[config.mk]
export PLATFORM = sky130hd
export DESIGN_NAME = cop_bus_ctrl
export DESIGN_NICKNAME = d
export VERILOG_FILES = /design/src/cop_pkg.sv /design/src/cop_bus_ctrl.sv
export SDC_FILE = /design/constraint.sdc
export NUM_CORES = 1
export LEC_CHECK = 0
export ABC_CLOCK_PERIOD_IN_PS = 4700
export BUFFER_PORTS_ARGS = -buffer_cell sky130_fd_sc_hd__buf_2
export CAP_MARGIN = 15
export CORE_MARGIN = 1.5
export CORE_UTILIZATION = 25
export DETAILED_ROUTE_END_ITERATION = 10
export GPL_ROUTABILITY_DRIVEN = 1
export PLACE_DENSITY_LB_ADDON = 0.08
export RECOVER_POWER = 100
export SETUP_SLACK_MARGIN = 0.05
export SLEW_MARGIN = 0
export SYNTH_ARGS = -nofsm -noshare
export SYNTH_HDL_FRONTEND = slang
export SYNTH_SLANG_ARGS = --single-unit
[constraint.sdc]
create_clock -name clk -period 4.7 [get_ports clk]
set_clock_uncertainty 0.2 [all_clocks]
set_input_delay 0.47 -clock clk [delete_from_list [all_inputs] [get_ports clk]]
set_output_delay 0.47 -clock clk [all_outputs]
set_load 0.01 [all_outputs]
[src/cop_pkg.sv]
package cop_pkg;

    // cpu bus geometry, fixed by the 68000
    localparam int ADDR_W = 23;     // word address, A23..A1
    localparam int DATA_W = 16;

    // tile chip positions in the one-hot tile_cs vector
    localparam int TILE_B = 0;      // first background chip
    localparam int TILE_C = 1;      // second background chip
    localparam int TILE_F = 2;      // foreground chip

    // region decoded for the cycle in progress
    typedef enum logic [3:0] {
        reg_none,       // nothing mapped, bus error after time-out
        reg_rom,        // program rom, reads only
        reg_sysram,     // work ram, on chip
        reg_obj,        // object ram
        reg_pal,        // palette
        reg_prisel,     // layer priority
        reg_io,         // cabinet page, on chip
        reg_snd,        // sound latch
        reg_tile        // one of the three tile chips
    } cop_region_e;

    // register group inside a tile chip
    // order follows the offset within the chip window
    typedef enum logic [1:0] {
        tile_mode,      // control registers
        tile_map,       // tilemap ram
        tile_sft,       // row/col scroll ram
        tile_none
    } tile_reg_e;

    // word slot on the i/o page, straight from A[3:1]
    typedef enum logic [2:0] {
        io_cabinet = 3'd0,  // joysticks
        io_dip     = 3'd1,  // dip switches
        io_rot0    = 3'd2,  // rotary, player 1
        io_rot1    = 3'd3,  // rotary, player 2
        io_system  = 3'd4,  // coin, service, vblank
        io_vclr    = 3'd5   // vblank irq acknowledge
    } io_reg_e;

endpackage

[src/cop_bus_ctrl.sv]
`timescale 1ns/1ps

module cop_bus_ctrl #(
    parameter int BERR_CYCLES = 8   // clocks to bus error, keep above 2
) (
    input  logic                       clk,
    input  logic                       arst_n,
    input  logic                       as_n,
    input  logic                       busy,
    input  cop_pkg::cop_region_e       region,
    input  logic [cop_pkg::DATA_W-1:0] ram_dout,
    input  logic [cop_pkg::DATA_W-1:0] io_dout,
    input  logic [cop_pkg::DATA_W-1:0] ext_din,
    output logic [cop_pkg::DATA_W-1:0] dout,
    output logic                       dtack_n,
    output logic                       berr_n,
    output logic                       ack_stb
);
    import cop_pkg::*;

    localparam int ACK_CYCLES = 2;  // mapped regions answer after two clocks
    localparam int CNT_W      = $clog2(BERR_CYCLES + 1);

    logic [CNT_W-1:0] cnt;      // clocks since the decode edge
    logic [CNT_W-1:0] cnt_nxt;
    logic             done;     // cycle answered, waiting for release
    logic             active;   // counting this clock
    logic             berr_stb;

    assign cnt_nxt  = cnt + 1'b1;
    assign active   = busy && !as_n && !done;
    // ram writes on this same edge
    assign ack_stb  = active && (region != reg_none) && (cnt_nxt == CNT_W'(ACK_CYCLES));
    assign berr_stb = active && (region == reg_none) && (cnt_nxt == CNT_W'(BERR_CYCLES));

    always_ff @(posedge clk or negedge arst_n) begin
        if (!arst_n) begin
            cnt     <= '0;
            done    <= 1'b0;
            dtack_n <= 1'b1;
            berr_n  <= 1'b1;
        end else if (busy && as_n) begin
            // strobe seen high, drop everything
            cnt     <= '0;
            done    <= 1'b0;
            dtack_n <= 1'b1;
            berr_n  <= 1'b1;
        end else if (active) begin
            cnt <= cnt_nxt;
            if (ack_stb) begin
                dtack_n <= 1'b0;
                done    <= 1'b1;
            end
            if (berr_stb) begin
                berr_n <= 1'b0;
                done   <= 1'b1;
            end
        end
    end

    // read data captured with the acknowledge
    always_ff @(posedge clk) begin
        if (ack_stb) begin
            case (region)
                reg_sysram: dout <= ram_dout;
                reg_io:     dout <= io_dout;
                default:    dout <= ext_din;    // rom, obj, pal, tiles...
            endcase
        end
    end

endmodule

==> flow_metrics.env <==
export IMPL_dp_cells=254
export IMPL_fin_nets=252
export IMPL_grt_usage_pct=11.3
export IMPL_fp_dieW_um=74.3
export IMPL_outcome="completed"
export IMPL_drcViolationCount=0
export IMPL_clk_latency_ns=0.26
export IMPL_ys_types=26
export IMPL_cts_num_sinks=23
export IMPL_setup_viol=0
export IMPL_whs_ns=0.272
export IMPL_setup_worst_path_class="in2out"
export IMPL_die_area_sq_um=5520
export IMPL_grt_max_degree=33
export IMPL_n_antenna_cell=0
export IMPL_clock_path_buffers=2
export IMPL_tightest_slew_ns=1.20
export IMPL_drt_iter0_drc=35
export IMPL_synth_edf_count=16
export IMPL_power_density_nw_per_um2=275
export IMPL_ys_seq_elements=23
export IMPL_end_kind="primary output"
export IMPL_h_tree_depth=1
export IMPL_syn_to_final_growth_pct=35.5
export IMPL_arrival_ns=2.81
export IMPL_total_power_mw=0.473
export IMPL_final_cells=259
export IMPL_drive_gt1_share_pct=31.8
export IMPL_grt_pass1_vias=1131
export IMPL_grt_pass1_wl_um=4820
export IMPL_rsz0062_at_grt="no"
export IMPL_antenna_found_initial=0
export IMPL_hold_viol=0
export IMPL_synthTopCellsByArea="edfxtp_1, mux2i_1, dfrtp_1, a21oi_1, nor2_1"
export IMPL_overflow=0
export IMPL_portBuffers=74
export IMPL_drv_slew=0
export IMPL_finalCriticalPeriod_ns=3.48
export IMPL_max_freq_mhz=287
export IMPL_vias_per_cell=4.21
export IMPL_post_place_ws_ns=2.08
export IMPL_vias=1090
export IMPL_cts_buffers=3
export IMPL_ys_warn_count=0
export IMPL_syn_inst=117
export IMPL_synthFlopType="edfxtp_1"
export IMPL_io_pin_count=75
export IMPL_utilization_pct=35.8
export IMPL_wl_per_cell_um=11.6
export IMPL_postPlaceCellArea_sq_um=1720
export IMPL_yosys_area_top_type="edfxtp_1"
export IMPL_cts_tree="done"
export IMPL_synth_fp_nets=176
export IMPL_start_util_pct=26.4
export IMPL_avgSynthCellArea_sq_um=10.9
export IMPL_synth_common_cells="nor2_1, a21oi_1, edfxtp_1, mux2i_1, inv_1"
export IMPL_ir_drop_mv=0.116
export IMPL_dr_pass1_iters=4
export IMPL_syn_cell_area_sq_um=1270
export IMPL_power_leakage_nw=0.745
export IMPL_die_h_um=74.3
export IMPL_final_setup_worst_slack_ns=1.22
export IMPL_gp_congestion=0.681
export IMPL_coreArea_sq_um=4820
export IMPL_crit_required_ns=4.03
export IMPL_design_area_sq_um=1720
export IMPL_min_period_over_period_pct=74.1
export IMPL_maxCapViolCount=0
export IMPL_fp_row_count=25
export IMPL_clk_pin_slew_ns=0.08
export IMPL_root_buffer="clkbuf_8"
export IMPL_cp_start_kind="input port"
export IMPL_setup_tns_ns=0
export IMPL_max_slew_margin_pct=19.8
export IMPL_synth_top_area_share_pct=37.8
export IMPL_synth_seq_area_share_pct=51.8
export IMPL_hp_class="in2reg"
export IMPL_crit_fanout=18
export IMPL_ant_nets=0
export IMPL_routed_wl_um=3000
export IMPL_yosysMostFrequentCell="nor2_1"
export IMPL_async_reset_ff_share_pct=30.4
export IMPL_hpwl_um=2380
state kept, by name, indices dropped and copies added (netlist names):
register	count
dtack_n	1
cnt	4
done	1
dout	16
berr_n	1
worst paths after layout:
check / startpoint / to / slack [ns] / cells past startpoint
worst max-delay path: region[2] / ack_stb / 1.22 / 5
worst min-delay path: busy / cnt[3] / 0.27 / 2
worst max register to register: cnt[0] / dout[1] / 1.88 / 5
worst min register to register: dtack_n / dtack_n / 0.29 / 2
max in group asynchronous: arst_n / dtack_n / 3.53 / 2
min in group asynchronous: arst_n / cnt[3] / 0.45 / 2
cells by family after synthesis:
logic type	Yosys count	share of synthesized area (%)
AND/OR/NAND/NOR	31	13.4
AO/OA/AOI/OAI	28	13.0
flip-flops	23	51.8
multiplexers	16	12.6
buffers and inverters	13	4.23
XOR/XNOR	3	2.07
adder cells (fa/ha/maj)	3	2.95
worst max-delay path: stages:
cell	delay [ns]
clkbuf_1	0.86
nor4_1	0.29
nor4_4	0.20
clkbuf_1	0.77
clkbuf_1	0.22
cells in the final DEF (no fill, tap or decap), types with 4 or more instances in the layout:
cell type / Yosys / final
a21oi_1: 18 / 18
edfxtp_1: 16 / 16
inv_1: 7 / 7
clkbuf_1: 2 / 22
buf_2: 4 / 54
nor2_1: 19 / 19
nand2_1: 4 / 4
mux2i_1: 16 / 16
dfrtp_1: 5 / 5
layer usage:
| layer | GRT usage [%] | routed length, um |
|---|---|---|
| met1 | 12.9 | 1280 |
| met2 | 21.7 | 1440 |
| met3 | 1.90 | 250 |
| met4 | 3.03 | 23 |
| met5 | 0 | 0 |
report_power, final:
group	switching (mW)	leakage [nW]	internal [mW]
Sequential	0.0119	0.230	0.236
Combinational	0.0542	0.490	0.0498
Clock	0.0630	0.0255	0.0590
layout make-up:
type                    count  area, sq um
fillers                   531         3090
flip-flops and latches     23          658
multi-input cells          81          546
repair buffers             77          363
well taps                  67         83.8
clock buffers               3         41.3
inverters                   7         26.3
clock inverters             1         5.00
repair_timing:
| action | 4_1_cts | 5_1_grt |
|---|---|---|
| endpoints found under the hold margin | 5 | 0 |
| buffers inserted | 0 | 0 |
| resized for setup | 0 | 0 |
| endpoints found under the setup margin | 0 | 0 |
| hold buffers | 1 | 0 |
No activity file was read; power rests on OpenSTA's default activity.
