$ cat src/cop_pkg.sv
package cop_pkg;

    // cpu bus geometry, fixed by the 68000
    localparam int ADDR_W = 23;     // word address, A23..A1
    localparam int DATA_W = 16;

    // tile chip positions in the one-hot tile_cs vector
    localparam int TILE_B = 0;      // first background chip
    localparam int TILE_C = 1;      // second background chip
    localparam int TILE_F = 2;      // foreground chip

    // region decoded for the cycle in progress
    typedef enum logic [3:0] {
        reg_none,       // nothing mapped, bus error after time-out
        reg_rom,        // program rom, reads only
        reg_sysram,     // work ram, on chip
        reg_obj,        // object ram
        reg_pal,        // palette
        reg_prisel,     // layer priority
        reg_io,         // cabinet page, on chip
        reg_snd,        // sound latch
        reg_tile        // one of the three tile chips
    } cop_region_e;

    // register group inside a tile chip
    // order follows the offset within the chip window
    typedef enum logic [1:0] {
        tile_mode,      // control registers
        tile_map,       // tilemap ram
        tile_sft,       // row/col scroll ram
        tile_none
    } tile_reg_e;

    // word slot on the i/o page, straight from A[3:1]
    typedef enum logic [2:0] {
        io_cabinet = 3'd0,  // joysticks
        io_dip     = 3'd1,  // dip switches
        io_rot0    = 3'd2,  // rotary, player 1
        io_rot1    = 3'd3,  // rotary, player 2
        io_system  = 3'd4,  // coin, service, vblank
        io_vclr    = 3'd5   // vblank irq acknowledge
    } io_reg_e;

endpackage

$ cat src/cop_decoder.sv
`timescale 1ns/1ps

module cop_decoder (
    input  logic                     clk,
    input  logic                     arst_n,
    input  logic [cop_pkg::ADDR_W:1] addr,
    input  logic                     as_n,
    input  logic                     rnw,
    output cop_pkg::cop_region_e     region,
    output logic [2:0]               tile_cs,
    output cop_pkg::tile_reg_e       tile_reg,
    output cop_pkg::io_reg_e         io_sel,
    output logic                     busy
);
    import cop_pkg::*;

    cop_region_e dec_region;
    logic [2:0]  dec_tile_cs;
    tile_reg_e   dec_tile_reg;
    logic        io_ok;     // io page hit on a defined slot
    logic        grp_ok;    // tile group offset is 0..2

    // A23/A22 not decoded, the map mirrors over them
    assign io_ok  = !addr[4] && (addr[3:1] <= 3'd5);
    assign grp_ok = addr[18:17] != 2'd3;  // offsets 3 and 7 are holes

    // the whole memory map, in one place
    always_comb begin
        dec_region   = reg_none;
        dec_tile_cs  = '0;
        dec_tile_reg = tile_none;
        case (addr[21:20])
            2'd0: begin
                // rom only half populated, writes fall through to berr
                if (rnw && addr[19:16] < 4'd8) begin
                    dec_region = reg_rom;
                end
            end
            2'd1: begin
                case (addr[19:17])
                    3'd0: dec_region = reg_sysram;  // 10'0000
                    3'd1: dec_region = reg_obj;     // 12'0000
                    3'd2: dec_region = reg_pal;     // 14'0000
                    3'd3: dec_region = reg_prisel;  // 16'0000
                    3'd4: begin                     // 18'0000
                        if (io_ok) begin
                            dec_region = reg_io;
                        end
                    end
                    3'd5: dec_region = reg_snd;     // 1a'0000
                    default: ;                      // 1c, 1e unmapped
                endcase
            end
            2'd2: begin
                // chip b in the low half, chip c in the high half
                if (grp_ok) begin
                    dec_region   = reg_tile;
                    dec_tile_reg = tile_reg_e'(addr[18:17]);
                    if (addr[19]) begin
                        dec_tile_cs[TILE_C] = 1'b1;
                    end else begin
                        dec_tile_cs[TILE_B] = 1'b1;
                    end
                end
            end
            default: begin
                // chip f, low half only
                if (grp_ok && !addr[19]) begin
                    dec_region          = reg_tile;
                    dec_tile_reg        = tile_reg_e'(addr[18:17]);
                    dec_tile_cs[TILE_F] = 1'b1;
                end
            end
        endcase
    end

    // capture on the first low strobe, hold until strobe seen high
    always_ff @(posedge clk or negedge arst_n) begin
        if (!arst_n) begin
            busy     <= 1'b0;
            region   <= reg_none;
            tile_cs  <= '0;
            tile_reg <= tile_none;
            io_sel   <= io_cabinet;
        end else if (!busy) begin
            if (!as_n) begin
                busy     <= 1'b1;
                region   <= dec_region;
                tile_cs  <= dec_tile_cs;
                tile_reg <= dec_tile_reg;
                io_sel   <= io_reg_e'(addr[3:1]);  // only meaningful with reg_io
            end
        end else if (as_n) begin
            // release edge, selects drop with the acknowledge
            busy     <= 1'b0;
            region   <= reg_none;
            tile_cs  <= '0;
            tile_reg <= tile_none;
        end
    end

endmodule

$ cat config.mk
export PLATFORM = sky130hd
export DESIGN_NAME = cop_decoder
export DESIGN_NICKNAME = d
export VERILOG_FILES = /design/src/cop_pkg.sv /design/src/cop_decoder.sv
export SDC_FILE = /design/constraint.sdc
export NUM_CORES = 1
export LEC_CHECK = 0
export BUFFER_PORTS_ARGS = -buffer_cell sky130_fd_sc_hd__buf_2
export CAP_MARGIN = 20
export CORE_MARGIN = 3
export CORE_UTILIZATION = 35
export DETAILED_ROUTE_END_ITERATION = 8
export GPL_TIMING_DRIVEN = 0
export PLACE_DENSITY = 0.76
export SYNTH_ARGS = -nofsm -noshare
export SYNTH_HDL_FRONTEND = slang
export SYNTH_SLANG_ARGS = --single-unit
$ cat constraint.sdc
create_clock -name clk -period 1.54 [get_ports clk]
set_clock_uncertainty 0.1 [all_clocks]
set_input_delay 0.231 -clock clk [delete_from_list [all_inputs] [get_ports clk]]
set_output_delay 0.231 -clock clk [all_outputs]
set_load 0.01 [all_outputs]
==> results.py, run 1 <==
metrics = {
    "outcome": {
        "status": "finished, violations left",
        "violations": "negative setup slack",
    },
    "layout": {
        "largest_register_ffs": 4,
        "top_regs": "region: 4 flops, io_sel: 3 flops, tile_cs: 3 flops",
        "drive_gt1_share_pct": 46.3,
        "final_util_pct": 51.5,
        "fin_nets": 111,
        "final_cells": 98,
        "diodes": 0,
        "area_growth_pct": 35.4,
        "top_register": "region",
    },
    "die": {
        "fp.dieW_um": 46.9,
        "coreArea_sq_um": 1540,
        "die_area_sq_um": 2200,
        "dieHeight_um": 46.9,
        "start_util_pct": 38.1,
        "ios": 40,
        "fp-row-count": 14,
    },
    "synth": {
        "async_reset_ff_share_pct": 100,
        "postSynthCellCount": 51,
        "yosysMostFrequentCell": "dfrtp_1",
        "synth_nets": 79,
        "synth_area_sq_um": 587,
        "yosysWarnings": 0,
        "synth_top_cell_by_area": "dfrtp_1",
        "ys_types": 23,
        "synth-edff-count": 0,
        "yosys-top-cells-count": "dfrtp_1, nand2_1, inv_1, mux2_1, nor3b_1",
        "ys_ff_latch": 13,
        "syn_avg_cell_area_sq_um": 11.5,
        "synth_top_area_share_pct": 46.9,
        "synthTopCellsByArea": "dfrtp_1, dfstp_2, mux2_1, nand2_1, inv_1",
        "yosys_most_used_dff": "dfrtp_1",
        "seq_area_frac_synth_pct": 55.9,
    },
    "timing": {
        "finalSetupViolations": 2,
        "rsz0062_at_grt": "yes",
        "fin_hold_ws_ns": 0.0341,
        "post-route-period-util_pct": 109,
        "timing_hold_violations_final": 0,
        "drv_slew": 0,
        "timing.fmax_ghz": 0.597,
        "timing.final.crit_period_ns": 1.68,
        "setup_tns_ns": -0.211,
        "tightestPinTransition_ns": 0.352,
        "fin_ws_ns": -0.136,
        "slew_headroom_pct": 76.4,
    },
    "cts": {
        "clk_latency_ns": 0.27,
        "cts-root-buf": "clkbuf_4",
        "cts.clk_slew.worst_paths_ns": 0.08,
        "clkSinkCount": 13,
        "numCtsBuffers": 3,
        "cts_tree": "built",
        "cts-htree-levels": 1,
        "clockBufferDepth": 2,
    },
    "placement": {
        "portBuffers": 25,
        "dp.cells": 92,
        "dpl.hpwl_um": 1030,
        "globalplace.congestion": 0.747,
        "post-place-ws_ns": -0.167,
    },
    "hold_path": {
        "holdPathStages": 2,
        "worstHoldPathType": "primary input to flop",
    },
    "global_route": {
        "antenna_found_initial": 0,
        "gr-total-overflow": 0,
        "grt_use_total_pct": 14.3,
        "grt_pass1_vias": 515,
        "grt_pass1_wl_um": 2190,
        "grt_max_degree": 14,
    },
    "critical_path": {
        "cp.required_ns": 1.62,
        "cp_data_arrival_time_ns": 1.75,
        "end_kind": "flop",
        "crit_fanout": 3,
        "worstSetupPathType": "flop to flop",
        "start_kind": "flop",
        "reg2reg_depth": 5,
    },
    "route": {
        "wl_um": 1370,
        "via_count": 525,
        "wire_per_inst_um": 13.9,
        "route.detailed.drc": 0,
        "viasPerCell": 5.36,
        "ant_nets": 0,
        "dr.first_iter.drc_count": 5,
        "dr.pass1.iters": 4,
    },
    "pwr": {
        "power.density_nw_per_um2": 925,
        "p_leak_nw": 0.411,
        "ir_drop_mv": 0.535,
    },
    "job": {
        "drv_cap": 0,
    },
}
-- placed cells by master, fill, tap and decap left out --
cell	count
clkbuf_4	3
o41ai_2	1
nor2_1	2
a31oi_1	1
buf_2	26
dfrtp_2	1
inv_1	5
a2bb2oi_1	1
dfrtp_1	10
o41ai_1	1
o31ai_1	1
and2_1	1
mux2_1	3
inv_2	1
a21oi_1	1
clkbuf_1	1
nor3_1	1
o21ai_1	1
o31a_1	1
dlygate4sd3_1	1
nand2_1	7
nor3b_1	2
a32oi_1	1
ha_4	1
buf_4	1
a22o_1	1
dfstp_2	2
nor3b_2	1
or4b_4	1
a32o_1	2
-- worst max-delay path, cell delays in order, from the launching register on --
cell and delay, ns:
dfrtp_2 0.41, inv_2 0.06, ha_4 0.20, or4b_4 0.50, o31a_1 0.26, o41ai_2 0.05
-- power breakdown --
group          switching, mW  internal, mW
Sequential            0.0110         0.369
Combinational         0.0780        0.0644
Clock                  0.112         0.101
-- layer usage --
layer	part of all wire (%)	GRT usage, %	up-vias
li1	-	-	248
met1	45	18.3	247
met2	46	22.8	20
met3	5.8	3.45	10
met4	2.8	6.63	0
met5	0	0	-
-- cells by family after synthesis --
logic type / after synthesis / share of synthesized area, %
AO/OA/AOI/OAI: 12 / 17.7
adder cells (fa/ha/maj): 1 / 2.13
buffers and inverters: 7 / 4.69
flip-flops: 13 / 55.9
multiplexers: 3 / 5.76
AND/OR/NAND/NOR: 15 / 13.9
-- what timing repair did --
| action | 4_1_cts | 5_1_grt |
|---|---|---|
| hold buffers | 1 | 0 |
| setup buffers | 1 | 0 |
| hold endpoints to repair | 13 | 0 |
| endpoints found under the setup margin | 8 | 8 |
| gates resized for setup | 0 | 1 |
-- worst paths after layout --
path                       slack (ns)                       to                    start
setup / recovery                -0.14    region[2]$_DFFE_PN0P_           busy$_DFF_PN0_
hold / removal                   0.03           busy$_DFF_PN0_                     as_n
setup reg to reg                -0.14    region[2]$_DFFE_PN0P_           busy$_DFF_PN0_
hold reg to reg                  0.36  tile_reg[0]$_DFFE_PN1P_  tile_reg[0]$_DFFE_PN1P_
max in group asynchronous        0.80  tile_reg[1]$_DFFE_PN1P_                   arst_n
min in group asynchronous        0.26    region[3]$_DFFE_PN0P_                   arst_n
-- cell type report --
| class | count | area [sq um] |
|---|---|---|
| fillers | 160 | 747 |
| flip-flops and latches | 13 | 329 |
| multi-input cells | 31 | 249 |
| repair buffers | 27 | 143 |
| clock buffers | 4 | 26.3 |
| inverters | 6 | 22.5 |
| well taps | 16 | 20.0 |
| plain buffers | 1 | 5.00 |
-- per-stage QoR --
step	power [mW]	instance area, sq um
2_1_floorplan	0.457	601
6_report	0.735	795
5_1_grt	0.775	795
3_3_place_gp	0.520	746
3_5_place_dp	0.526	746
4_1_cts	0.745	790
Note: power is estimated with default switching activity, not from simulation.
==> run 2: changes to the inputs <==
PLACE_DENSITY = 0.8   (was 0.76)
==> run 2 against run 1 <==
The run still ends with negative setup slack left. Non-clock buffer count unchanged. Global-route usage down 1.8 points. Fmax down 0.25%. Combinational power about the same. Flip-flop and latch count unchanged. Routed wire length down 5.3%. Utilization up 0.081 points. Worst hold slack better by 0.00096 ns. Critical path depth unchanged. Setup slack worse by 0.0041 ns. Register-to-register slack about the same. Critical endpoint unchanged.
==> results.py, run 2 (same netlist as run 1, synthesis figures left out) <==
metrics = {
    "critical_path": {
        "cp_data_arrival_time_ns": 1.76,
        "r2r-start": "busy$_DFF_PN0_",
        "r2r_end": "region[2]$_DFFE_PN0P_",
        "cp_slowest_cell": "or4b_4",
        "crit_cells": 5,
        "reg2reg_depth": 5,
        "crit_buf_inv": 1,
        "cp-startpoint": "busy$_DFF_PN0_",
        "cp.required_ns": 1.62,
        "crit_fanout": 3,
        "cp_cell_sequence": "inv_2, ha_4, or4b_4, o31a_1, o41ai_2",
        "start_kind": "flop",
        "ff2ff_setup_slack_ns": -0.14,
        "worstSetupPathType": "flop to flop",
        "end_kind": "flop",
        "path_delay_family": "simple AND/OR/NAND/NOR gates",
        "cp-endpoint": "region[2]$_DFFE_PN0P_",
        "cpPeakStageDelay_ns": 0.50,
    },
    "layout": {
        "final_util_pct": 51.6,
        "layout_common_cells": "buf_2, dfrtp_1, nand2_1, inv_1",
        "diodes": 0,
        "final_area_sq_um": 796,
        "multi_input_area_sq_um": 249,
        "layout_commonest_cell": "buf_2",
        "top_regs": "region: 4 flops, io_sel: 3 flops, tile_cs: 3 flops",
        "regArea_sq_um": 329,
        "drive_gt1_share_pct": 47.6,
        "largest_register_ffs": 4,
        "area_growth_pct": 35.6,
        "final_cells": 98,
        "top_register": "region",
        "fillers": 152,
        "fin_nets": 111,
    },
    "die": {
        "fp.dieW_um": 46.9,
        "fp-row-count": 14,
        "coreArea_sq_um": 1540,
        "start_util_pct": 38.1,
        "dieHeight_um": 46.9,
        "die_area_sq_um": 2200,
        "ios": 40,
    },
    "cts": {
        "clkSinkCount": 13,
        "numCtsBuffers": 3,
        "clockBufferDepth": 2,
        "cts-root-buf": "clkbuf_4",
        "cts_tree": "built",
        "cts.clk_slew.worst_paths_ns": 0.08,
        "cts-htree-levels": 1,
        "clk_latency_ns": 0.28,
    },
    "pwr": {
        "power.total_uw": 738,
        "p_leak_nw": 0.414,
        "ir_drop_mv": 0.579,
        "power.density_nw_per_um2": 927,
    },
    "timing": {
        "finalSetupViolations": 2,
        "timing.final.crit_period_ns": 1.68,
        "setup_tns_ns": -0.211,
        "timing.fmax_ghz": 0.595,
        "rsz0062_at_grt": "yes",
        "timing_hold_violations_final": 0,
        "tightestPinTransition_ns": 0.344,
        "slew_headroom_pct": 77.0,
        "fin_ws_ns": -0.140,
        "fin_hold_ws_ns": 0.0350,
        "post-route-period-util_pct": 109,
        "drv_slew": 0,
    },
    "placement": {
        "place_area_sq_um": 746,
        "dpl.hpwl_um": 1000,
        "portBuffers": 25,
        "post-place-ws_ns": -0.188,
        "globalplace.congestion": 0.726,
        "dp.cells": 92,
    },
    "route": {
        "wl_um": 1290,
        "ant_nets": 0,
        "route.detailed.drc": 0,
        "via_count": 513,
        "viasPerCell": 5.23,
        "dr.first_iter.drc_count": 7,
        "wire_per_inst_um": 13.2,
        "dr.pass1.iters": 4,
    },
    "global_route": {
        "antenna_found_initial": 0,
        "gr-total-overflow": 0,
        "grt_pass1_wl_um": 1920,
        "grt_pass1_vias": 480,
        "grt_max_degree": 14,
        "grt_use_total_pct": 12.5,
    },
    "outcome": {
        "violations": "negative setup slack",
        "status": "finished, violations left",
    },
    "job": {
        "drv_cap": 0,
    },
    "hold_path": {
        "holdPathStages": 2,
        "worstHoldPathType": "primary input to flop",
        "hold_path.startpoint": "as_n",
    },
}
-- run 2: changes by cell type in the layout (fill, tap and decap cells not counted) --
cell / delta
clkinv_2: +1
clkbuf_1: -1
-- run 2: worst reg2reg max path, cell delays in order, from the launching register on --
cell	delay (ns)
dfrtp_2	0.41
inv_2	0.06
ha_4	0.20
or4b_4	0.50
o31a_1	0.26
o41ai_2	0.05
-- run 2: layout make-up --
cell class | instances | area share (%)
sequential | 13 | 41.4
clock buffer | 3 | 2.83
inverter | 6 | 2.83
timing repair buffer | 27 | 17.9
buffer | 1 | 0.629
tap | 16 | 2.52
multi-input combinational | 31 | 31.3
clock inverter | 1 | 0.629
-- run 2: layer usage --
layer	global-route usage, %	part of all wire (%)	up-vias
met3	4.98	5.4	2
li1	-	-	248
met4	4.97	1.1	0
met1	14.4	44	246
met2	20.9	49	17
met5	0	0	-
-- run 2: how the worst min path moves through the flow --
stage | endpoint | slack [ns]
5_1_grt | busy$_DFF_PN0_ | 0.04
6_report | busy$_DFF_PN0_ | 0.04
3_3_place_gp | region[3]$_DFFE_PN0P_ | 0.02
2_1_floorplan | busy$_DFF_PN0_ | -0.16
4_1_cts | busy$_DFF_PN0_ | 0.04
3_5_place_dp | region[3]$_DFFE_PN0P_ | 0.03
-- run 2: power breakdown --
group	internal, mW	leakage, nW	switching [mW]	total, mW
sequential	0.369	0.163	0.0113	0.381
clock	0.0964	0.0177	0.120	0.216
combinational	0.0644	0.233	0.0765	0.141
-- run 2: timing repair --
item,4_1_cts,5_1_grt
setup buffers,1,0
hold buffers,1,0
hold endpoints to repair,13,0
gates resized for setup,0,1
setup endpoints to repair,8,8
