--- src/cop_pkg.sv ---
package cop_pkg;

    // cpu bus geometry, fixed by the 68000
    localparam int ADDR_W = 23;     // word address, A23..A1
    localparam int DATA_W = 16;

    // tile chip positions in the one-hot tile_cs vector
    localparam int TILE_B = 0;      // first background chip
    localparam int TILE_C = 1;      // second background chip
    localparam int TILE_F = 2;      // foreground chip

    // region decoded for the cycle in progress
    typedef enum logic [3:0] {
        reg_none,       // nothing mapped, bus error after time-out
        reg_rom,        // program rom, reads only
        reg_sysram,     // work ram, on chip
        reg_obj,        // object ram
        reg_pal,        // palette
        reg_prisel,     // layer priority
        reg_io,         // cabinet page, on chip
        reg_snd,        // sound latch
        reg_tile        // one of the three tile chips
    } cop_region_e;

    // register group inside a tile chip
    // order follows the offset within the chip window
    typedef enum logic [1:0] {
        tile_mode,      // control registers
        tile_map,       // tilemap ram
        tile_sft,       // row/col scroll ram
        tile_none
    } tile_reg_e;

    // word slot on the i/o page, straight from A[3:1]
    typedef enum logic [2:0] {
        io_cabinet = 3'd0,  // joysticks
        io_dip     = 3'd1,  // dip switches
        io_rot0    = 3'd2,  // rotary, player 1
        io_rot1    = 3'd3,  // rotary, player 2
        io_system  = 3'd4,  // coin, service, vblank
        io_vclr    = 3'd5   // vblank irq acknowledge
    } io_reg_e;

endpackage

--- src/cop_io.sv ---
`timescale 1ns/1ps

module cop_io (
    input  logic                       clk,
    input  logic                       arst_n,
    input  cop_pkg::io_reg_e           io_sel,
    input  logic                       io_hit,
    input  logic                       lvbl,
    input  logic [cop_pkg::DATA_W-1:0] joy,
    input  logic [cop_pkg::DATA_W-1:0] dip,
    input  logic [cop_pkg::DATA_W-1:0] rot0,
    input  logic [cop_pkg::DATA_W-1:0] rot1,
    input  logic                       service,
    input  logic                       sec2,
    input  logic [1:0]                 coin,
    output logic [cop_pkg::DATA_W-1:0] dout,
    output logic                       irq_n,
    output logic                       obj_copy
);
    import cop_pkg::*;

    logic [DATA_W-1:0] sys_word;
    logic              lvbl_l;     // lvbl one clock back
    logic              vb_start;   // blanking just began
    logic              vclr_hit;

    // system word: lvbl on bit 7, coin and service in 5:0
    assign sys_word = {{(DATA_W-8){1'b0}}, lvbl, 1'b0, service, coin, sec2, 2'b00};

    assign vb_start = lvbl_l && !lvbl;
    assign vclr_hit = io_hit && (io_sel == io_vclr);

    // read mux, decoder keeps io_sel stable through the cycle
    always_comb begin
        case (io_sel)
            io_cabinet: dout = joy;
            io_dip:     dout = dip;
            io_rot0:    dout = rot0;
            io_rot1:    dout = rot1;
            io_system:  dout = sys_word;
            default:    dout = '0;  // vclr slot reads back zero
        endcase
    end

    always_ff @(posedge clk or negedge arst_n) begin
        if (!arst_n) begin
            lvbl_l   <= 1'b1;   // assume active video out of reset
            irq_n    <= 1'b1;
            obj_copy <= 1'b0;
        end else begin
            lvbl_l   <= lvbl;
            obj_copy <= vb_start;   // one pulse per frame, called DM on the pcb
            if (vb_start) begin
                irq_n <= 1'b0;      // a new frame wins over a late clear
            end else if (vclr_hit) begin
                irq_n <= 1'b1;      // any access to 18'000a acks it
            end
        end
    end

endmodule

--- config.mk ---
export PLATFORM = sky130hd
export DESIGN_NAME = cop_io
export DESIGN_NICKNAME = d
export VERILOG_FILES = /design/src/cop_pkg.sv /design/src/cop_io.sv
export SDC_FILE = /design/constraint.sdc
export NUM_CORES = 1
export LEC_CHECK = 0
export BUFFER_PORTS_ARGS = -buffer_cell sky130_fd_sc_hd__buf_2
export CAP_MARGIN = 20
export CORE_MARGIN = 4
export CORE_UTILIZATION = 28
export CTS_CLUSTER_SIZE = 20
export DETAILED_ROUTE_END_ITERATION = 10
export PLACE_DENSITY = 0.76
export SLEW_MARGIN = 40
export SYNTH_ARGS = -nofsm -noshare
export SYNTH_HDL_FRONTEND = slang
export SYNTH_SLANG_ARGS = --single-unit
--- constraint.sdc ---
create_clock -name clk -period 1.1 [get_ports clk]
set_input_delay 0.11 -clock clk [delete_from_list [all_inputs] [get_ports clk]]
set_output_delay 0.11 -clock clk [all_outputs]
set_load 0.005 [all_outputs]
==> impl_metrics.ini, run 1 <==
[worst_setup_path]
crit_type = input pin to primary output
worst_setup_path_start_kind = input pin
endpoint_kind = primary output
cpPeakStageDelay_ns = 0.33
worst-path-max-fanout = 7
crit_required_ns = 0.99
slowest_stage = a221o_1
r2r.worst_path.cells = 2
path_cells = buf_6 -> mux2_1 -> a221o_1 -> buf_2
arrival_ns = 0.99

[hold_path]
holdPathStages = 2
hold_path.class = input pin to register

[power]
max-vdd-ir-drop_v = 0.000700
pwr_density_cell_nw_per_um2 = 588
leakagePower_nw = 0.690

[placement]
gp_congestion = 0.733
dp_slack_ns = -0.291
dp_hpwl_um = 2280
port_buffers = 92
postPlaceCellArea_um2 = 1190

[drt]
totalWireLength_um = 2690
avgViaCountPerCell = 5.01
drt-pass1-iter-count = 4
wire_per_inst_um = 14.5
drt_iter0_drc = 18
postRouteAntennaNets = 0
drc = 0
vias = 931

[clock_tree]
cts_buffer_depth = 2
insertion_delay_ns = 0.23
root_buffer = clkbuf_4
numCtsBuffers = 3
cts.sinks = 3
cts_tree = done
clkSlewWorstSetupHoldPaths_ns = 0.04
cts_htree_levels = 1

[cells_and_area]
final_area_um2 = 1290
area_delta_synth_final_pct = 85.2
layout_common_cells = buf_2 (89), nor2b_1 (11), mux4_2 (10), mux2i_1 (5), buf_4 (5)
nFillCells = 216
layout-drive-gt1-share_pct = 75.9
final_common_cell = buf_2
fin_nets = 234
antennaDiodeCount = 0

[grt]
grt_pass1_wl_um = 4240
first_global_vias = 1022
overflow = 0
grt_max_degree = 12
grt_antenna_before_repair = 0
track_usage_pct = 16.0

[timing]
setup_viol = 1
final-hold-violation-count = 0
slew_viol_final = 0
slew_headroom_pct = 83.8
skew_ns = 0.00193
setup_slack_ns = -0.00129
min_period_over_period_pct = 100
tightest_slew_ns = 0.243
max_freq_mhz = 908
rsz0062_at_grt = true
min_period_ns = 1.10

[floorplanning]
dieHeight_um = 58.0
start_util_pct = 30.4
ios = 93
core.rowCount = 17
fp.dieArea_um2 = 3360
die_x_um = 58.0
fp.coreArea_um2 = 2300

[synth]
ys_seq_elements = 3
netlist_instances = 59
yosysUniqueCellTypes = 22
synth_seq_area_share_pct = 11.1
syn_nets = 134
synth_area_um2 = 699
syn_area_per_cell_um2 = 11.9
yosys_warnings = 0
synth_largest_area_cell = mux4_1
yosys.area.top_type_share_pct = 26.3
ys_top_cells_by_area = mux4_1 (26%), mux4_2 (13%), nor2b_1 (11%)

[run_status]
status = finished with violations
violations = negative setup slack

[job]
maxCapViolations = 0
## through the flow
step | utilization [%] | setup TNS (ns) | std cells | hold WS (ns) | power (mW)
finish | 56.4 | -0.00129 | 186 | 0.0732 | 0.762
global route | 56.4 | -0.154 | 186 | 0.0686 | 0.834
CTS | 55.8 | -0.00454 | 185 | 0.0683 | 0.765
detailed placement | 52.0 | -3.90 | 179 | -0.0949 | 0.529
global placement | 52.0 | -3.77 | 179 | -0.0977 | 0.518
floorplan | - | 0 | 59 | -0.186 | 0.327
## routing by layer
metal	GRT usage, %	vias to the layer above	wire length [µm]
li1	-	435	-
met1	15.4	437	838
met2	32.3	53	1530
met3	3.12	6	272
met4	6.62	0	55
met5	0	-	0
## cells by family (layout without fill, tap and decap cells)
| group | count (synthesis) | count (layout) | synth area share [%] |
|---|---|---|---|
| AND/OR/NAND/NOR | 23 | 23 | 20.6 |
| multiplexers | 21 | 21 | 54.4 |
| flip-flops | 3 | 3 | 11.1 |
| buffers and inverters | 7 | 106 | 6.97 |
| AO/OA/AOI/OAI | 5 | 5 | 6.98 |
## synthesized netlist by cell type, drive strengths merged
cell / count
nor3b: 1
nand2: 2
nor2: 1
mux4: 11
or3: 1
a41oi: 1
dfstp: 2
a221o: 4
clkbuf: 1
inv: 1
mux2i: 5
nand3: 1
dfrtp: 1
mux2: 5
buf: 5
nor2b: 13
nor3: 4
## registers in the layout (all words and copies together) (netlist names)
| signal | flops |
|---|---|
| irq_n | 1 |
| lvbl_l | 1 |
| obj_copy | 1 |
## cell type report
class	count	area, µm²	share of cell area, %
Sequential cell	3	77.6	5.99
Tap cell	28	35.0	2.71
Inverter	1	3.75	0.290
Clock buffer	4	26.3	2.03
Timing Repair Buffer	101	588	45.4
Multi-Input combinational cell	49	564	43.6
## report_power, final
part           internal (mW)  switching, mW  total [mW]
Sequential             0.122        0.00224       0.124
Combinational          0.294          0.151       0.445
Clock                  0.136         0.0568       0.193
Total                  0.551          0.210       0.762
## worst max-delay path: cells and delay by family
| kind | cells | cell delay (ns) |
|---|---|---|
| compound gates | 1 | 0.33 |
| buf+inv | 2 | 0.23 |
| mux | 1 | 0.32 |
## final timing paths
| check | start | end | slack (ns) |
|---|---|---|---|
| min reg2reg | lvbl_l | obj_copy | 0.52 |
| max in group asynchronous | arst_n | lvbl_l | 0.69 |
| min in group asynchronous | arst_n | obj_copy | 0.22 |
| max reg2reg | lvbl_l | irq_n | 0.30 |
| min | lvbl | obj_copy | 0.07 |
| max | io_sel[1] | dout[4] | -0.001 |
## timing repair
action	4_1_cts	5_1_grt
resized for setup	15	5
endpoints found under the hold margin	4	0
cloned	1	0
setup buffers	0	1
setup endpoints to repair	16	10
pin swaps	0	1
hold buffers	2	0
No activity file was read; power rests on OpenSTA's default activity.
==> run 2, diff against run 1 <==
--- a/config.mk
+++ b/config.mk
@@ -11,7 +11,7 @@
 export CORE_UTILIZATION = 28
 export CTS_CLUSTER_SIZE = 20
 export DETAILED_ROUTE_END_ITERATION = 10
-export PLACE_DENSITY = 0.76
+export PLACE_DENSITY = 0.77
 export SLEW_MARGIN = 40
 export SYNTH_ARGS = -nofsm -noshare
 export SYNTH_HDL_FRONTEND = slang
==> run 2 against run 1 <==
Against the previous run: the flow still finishes with violations (negative setup slack); cell count is the same; hold slack gained 0.00051 ns; critical endpoint is now dout[14]; power is 3.0% higher; combinational power is 4.7% higher; first-iteration DRC count up 33%.
==> impl_metrics.ini, run 2 (same netlist as run 1, synthesis figures left out) <==
[run_status]
status = finished with violations
violations = negative setup slack

[clock_tree]
cts_htree_levels = 1
cts.sinks = 3
numCtsBuffers = 3
root_buffer = clkbuf_4
clkSlewWorstSetupHoldPaths_ns = 0.04
cts_buffer_depth = 2
cts_tree = done
insertion_delay_ns = 0.23

[floorplanning]
core.rowCount = 17
ios = 93
start_util_pct = 30.4
die_x_um = 58.0
dieHeight_um = 58.0
fp.dieArea_um2 = 3360
fp.coreArea_um2 = 2300

[cells_and_area]
antennaDiodeCount = 0
fin_nets = 234
final_common_cell = buf_2
layout_common_cells = buf_2 (89), nor2b_1 (10), mux4_2 (7), mux2i_1 (5)
layout-drive-gt1-share_pct = 75.9
reg.largest.list = irq_n x1, lvbl_l x1, obj_copy x1
area_delta_synth_final_pct = 90.5
final_area_um2 = 1330
instances_no_fill = 186

[placement]
dp_hpwl_um = 2470
gp_congestion = 0.797
dp.cells = 180
postPlaceCellArea_um2 = 1200
port_buffers = 92

[power]
pwr_density_cell_nw_per_um2 = 589
pwr-share-comb_pct = 59.4
swShare_pct = 28.2
seqPwrFrac_pct = 15.8
intPower_uw = 563
max-vdd-ir-drop_v = 0.000668
clockPowerShare_pct = 24.8
power.switching_uw = 221
leakagePower_nw = 0.726

[grt]
met2_usage_pct = 34.8
top_usage_layer = met2
grt_pass1_wl_um = 4620
gr-usage-met1_pct = 19.0
use_met3_pct = 2.67
overflow = 0
grt_max_degree = 10
grt_antenna_before_repair = 0
track_usage_pct = 17.9
first_global_vias = 1052

[timing]
tightest_slew_ns = 0.256
min_period_ns = 1.12
slew_headroom_pct = 82.9
setup_slack_ns = -0.0218
rsz0062_at_grt = true
final-hold-violation-count = 0
skew_ns = 0.00125
slew_viol_final = 0
min_period_over_period_pct = 102
max_freq_mhz = 891
setup_viol = 3

[worst_setup_path]
reg2reg_slack_ns = 0.28
arrival_ns = 1.01
endpoint_kind = primary output
r2r_start = lvbl_l
worst-path-max-fanout = 7
r2r_end = irq_n
worst_setup_path_start_kind = input pin
r2r.worst_path.cells = 2
crit_type = input pin to primary output
crit_required_ns = 0.99

[drt]
wire_per_inst_um = 16.0
drt-pass1-iter-count = 4
drt_iter0_drc = 24
vias = 921
postRouteAntennaNets = 0
avgViaCountPerCell = 4.95
drc = 0
totalWireLength_um = 2970

[hold_path]
hp-start = lvbl
hold_path.class = input pin to register
holdPathStages = 2
worstHoldEndpoint = obj_copy

[job]
maxCapViolations = 0
==> run 2: cell counts in the layout (fill, tap and decap cells not counted) <==
Identical to the previous run, type by type.
==> run 2: cell type report <==
type | instances | area (µm²)
Tap cell | 28 | 35.0
Clock buffer | 4 | 26.3
Sequential cell | 3 | 77.6
Multi-Input combinational cell | 49 | 598
Inverter | 1 | 3.75
Fill cell | 218 | 965
Timing Repair Buffer | 101 | 592
==> run 2: through the flow <==
step                util [%]  power (mW)  setup TNS, ns  hold WS [ns]  worst slack, ns
global route            58.0       0.842         -0.182        0.0847          -0.0489
floorplan                  -       0.327              0        -0.186         0.000283
finish                  58.0       0.784        -0.0380        0.0737          -0.0218
CTS                     56.9       0.783        -0.0747        0.0706          -0.0213
detailed placement      52.3       0.538          -4.06       -0.0906           -0.303
global placement        52.3       0.521          -3.72       -0.0979           -0.274
==> run 2: power by group through the flow <==
stage          Sequential (mW)  Combinational, mW  Clock (mW)
6_report                 0.124              0.466       0.194
5_1_grt                  0.126              0.502       0.214
4_1_cts                  0.124              0.456       0.202
3_5_place_dp             0.125              0.413           0
3_3_place_gp             0.125              0.396           0
2_1_floorplan            0.126              0.202           0
==> run 2: critical path, cell delays in order <==
cell and delay (ns):
buf_12 0.10, mux4_1 0.54, nor2b_1 0.14, buf_2 0.12
==> run 2: worst max path at each step <==
| stage | from | end | slack (ns) | cells past startpoint |
|---|---|---|---|---|
| after detailed placement | io_sel[0] | dout[1] | -0.30 | 4 |
| final | io_sel[0] | dout[14] | -0.02 | 4 |
| after global routing | io_sel[0] | dout[15] | -0.05 | 4 |
| after global placement | io_sel[0] | dout[11] | -0.27 | 4 |
| after floorplan | io_sel[0] | dout[0] | 0.0003 | 4 |
| after CTS | io_sel[0] | dout[14] | -0.02 | 4 |
==> run 2: metal layers <==
layer | part of all wire [%] | vias up | wire length (µm)
met5 | 0 | - | 0
met4 | 1.5 | 0 | 46
met3 | 7.0 | 6 | 207
met2 | 55 | 53 | 1640
met1 | 36 | 425 | 1080
li1 | - | 437 | -
==> run 2: timing repair <==
item	in CTS	in global routing
buffers inserted	0	0
resized for setup	16	7
hold endpoints to repair	4	0
pin swaps	0	2
cloned	1	0
hold buffers	2	0
setup endpoints to repair	16	11
==> run 3, diff against run 2 <==
--- a/config.mk
+++ b/config.mk
@@ -7,6 +7,7 @@
 export LEC_CHECK = 0
 export BUFFER_PORTS_ARGS = -buffer_cell sky130_fd_sc_hd__buf_2
 export CAP_MARGIN = 20
+export CORE_ASPECT_RATIO = 1.25
 export CORE_MARGIN = 4
 export CORE_UTILIZATION = 28
 export CTS_CLUSTER_SIZE = 20
==> run 3 against run 2 <==
Against the previous run: the flow still finishes with violations (negative setup slack); global-route usage down 0.24 points; largest power group unchanged; wire length is 0.20% lower; utilization fell by 2.6 points.
==> impl_metrics.ini, run 3 (same netlist as run 1, synthesis figures left out) <==
[worst_setup_path]
worst_setup_path_start_kind = input pin
endpoint_kind = primary output
r2r_end = irq_n
reg2reg_slack_ns = 0.28
arrival_ns = 1.00
crit_type = input pin to primary output
r2r_start = lvbl_l
r2r.worst_path.cells = 2
worst-path-max-fanout = 7
crit_required_ns = 0.99

[power]
clockPowerShare_pct = 23.9
intPower_uw = 569
leakagePower_nw = 0.706
swShare_pct = 27.4
seqPwrFrac_pct = 16.0
p_total_uw = 783
max-vdd-ir-drop_v = 0.000891
pwr_density_cell_nw_per_um2 = 588
pwr-share-comb_pct = 60.2
power.switching_uw = 215

[drt]
totalWireLength_um = 2970
drc = 0
wl_met3_um = 294
drt_iter0_drc = 24
top_layer = met4
wl_met1_um = 967
wire_per_inst_um = 15.6
drt-pass1-iter-count = 4
postRouteAntennaNets = 0
avgViaCountPerCell = 4.91
vias = 932
dr_wl_met2_um = 1640

[floorplanning]
die_x_um = 52.7
fp.dieArea_um2 = 3370
core.rowCount = 20
fp.coreArea_um2 = 2400
start_util_pct = 29.1
dieHeight_um = 63.9
ios = 93

[timing]
final-hold-violation-count = 0
rsz0062_at_grt = true
slew_headroom_pct = 81.2
tightest_slew_ns = 0.282
min_period_over_period_pct = 101
setup_viol = 3
max_freq_mhz = 901
setup_slack_ns = -0.0105
skew_ns = 0.00265
slew_viol_final = 0
min_period_ns = 1.11

[job]
maxCapViolations = 0

[clock_tree]
root_buffer = clkbuf_4
cts_tree = done
numCtsBuffers = 3
clkSlewWorstSetupHoldPaths_ns = 0.04
cts_htree_levels = 1
cts.sinks = 3
cts_buffer_depth = 2
insertion_delay_ns = 0.22

[hold_path]
worstHoldEndpoint = lvbl_l
holdPathStages = 1
hp-start = lvbl
hold_path.class = input pin to register

[cells_and_area]
layout-drive-gt1-share_pct = 79.0
final_core_util_pct = 55.4
final_area_um2 = 1330
area_delta_synth_final_pct = 90.3
reg.largest.list = irq_n x1, lvbl_l x1, obj_copy x1
nFillCells = 238
layout_common_cells = buf_2 (89), mux4_2 (11), nor2b_1 (10), mux2i_1 (5)
final_common_cell = buf_2
antennaDiodeCount = 0
fin_nets = 233

[grt]
grt_antenna_before_repair = 0
grt_pass1_wl_um = 4650
track_usage_pct = 17.7
first_global_vias = 1024
overflow = 0
grt_max_degree = 12

[placement]
dp_slack_ns = -0.308
dp_hpwl_um = 2460
port_buffers = 92
gp_congestion = 0.827
postPlaceCellArea_um2 = 1210

[run_status]
status = finished with violations
violations = negative setup slack
run 3: worst max-delay path by stage:
stage               from  endpoint  slack (ns)
2_1_floorplan  io_sel[0]   dout[0]      0.0003
3_3_place_gp   io_sel[0]   dout[5]       -0.27
3_5_place_dp   io_sel[0]   dout[2]       -0.31
4_1_cts        io_sel[1]  dout[11]       -0.02
5_1_grt        io_sel[1]  dout[11]       -0.04
6_report       io_sel[1]  dout[11]       -0.01
run 3: through the flow:
step / setup TNS [ns] / std cells / hold slack (ns)
3_3_place_gp: -3.87 / 184 / -0.0987
3_5_place_dp: -4.14 / 184 / -0.0942
2_1_floorplan: 0 / 59 / -0.186
6_report: -0.0157 / 190 / 0.0145
5_1_grt: -0.228 / 190 / 0.0139
4_1_cts: -0.0367 / 190 / 0.0108
run 3: critical path: stages:
cell	delay, ns
buf_12	0.12
buf_8	0.12
buf_12	0.12
mux4_2	0.28
nor2b_4	0.14
buf_2	0.12
run 3: layout make-up:
class	count	area, µm²	share of cell area (%)
timing repair buffer	100	607	45.6
clock buffer	4	26.3	1.97
sequential	3	77.6	5.83
multi-input combinational	49	576	43.2
tap	33	41.3	3.10
inverter	1	3.75	0.282
run 3: timing repair:
action / 4_1_cts / 5_1_grt
hold endpoints to repair: 3 / 0
resized for setup: 22 / 7
pin swaps: 2 / 2
hold buffers: 1 / 0
gates cloned: 1 / 0
setup endpoints to repair: 16 / 11
setup buffers: 0 / 0
run 3: power groups by stage:
| stage | clock network (mW) | registers, mW | logic [mW] |
|---|---|---|---|
| 2_1_floorplan | 0 | 0.126 | 0.202 |
| 3_3_place_gp | 0 | 0.125 | 0.399 |
| 3_5_place_dp | 0 | 0.126 | 0.412 |
| 4_1_cts | 0.191 | 0.125 | 0.463 |
| 5_1_grt | 0.205 | 0.126 | 0.513 |
| 6_report | 0.187 | 0.125 | 0.471 |
run 3: routing by layer:
| layer | GRT usage [%] | vias to the layer above |
|---|---|---|
| li1 | - | 430 |
| met1 | 18.7 | 430 |
| met2 | 34.5 | 66 |
| met3 | 3.73 | 6 |
| met4 | 3.19 | 0 |
| met5 | 0 | - |
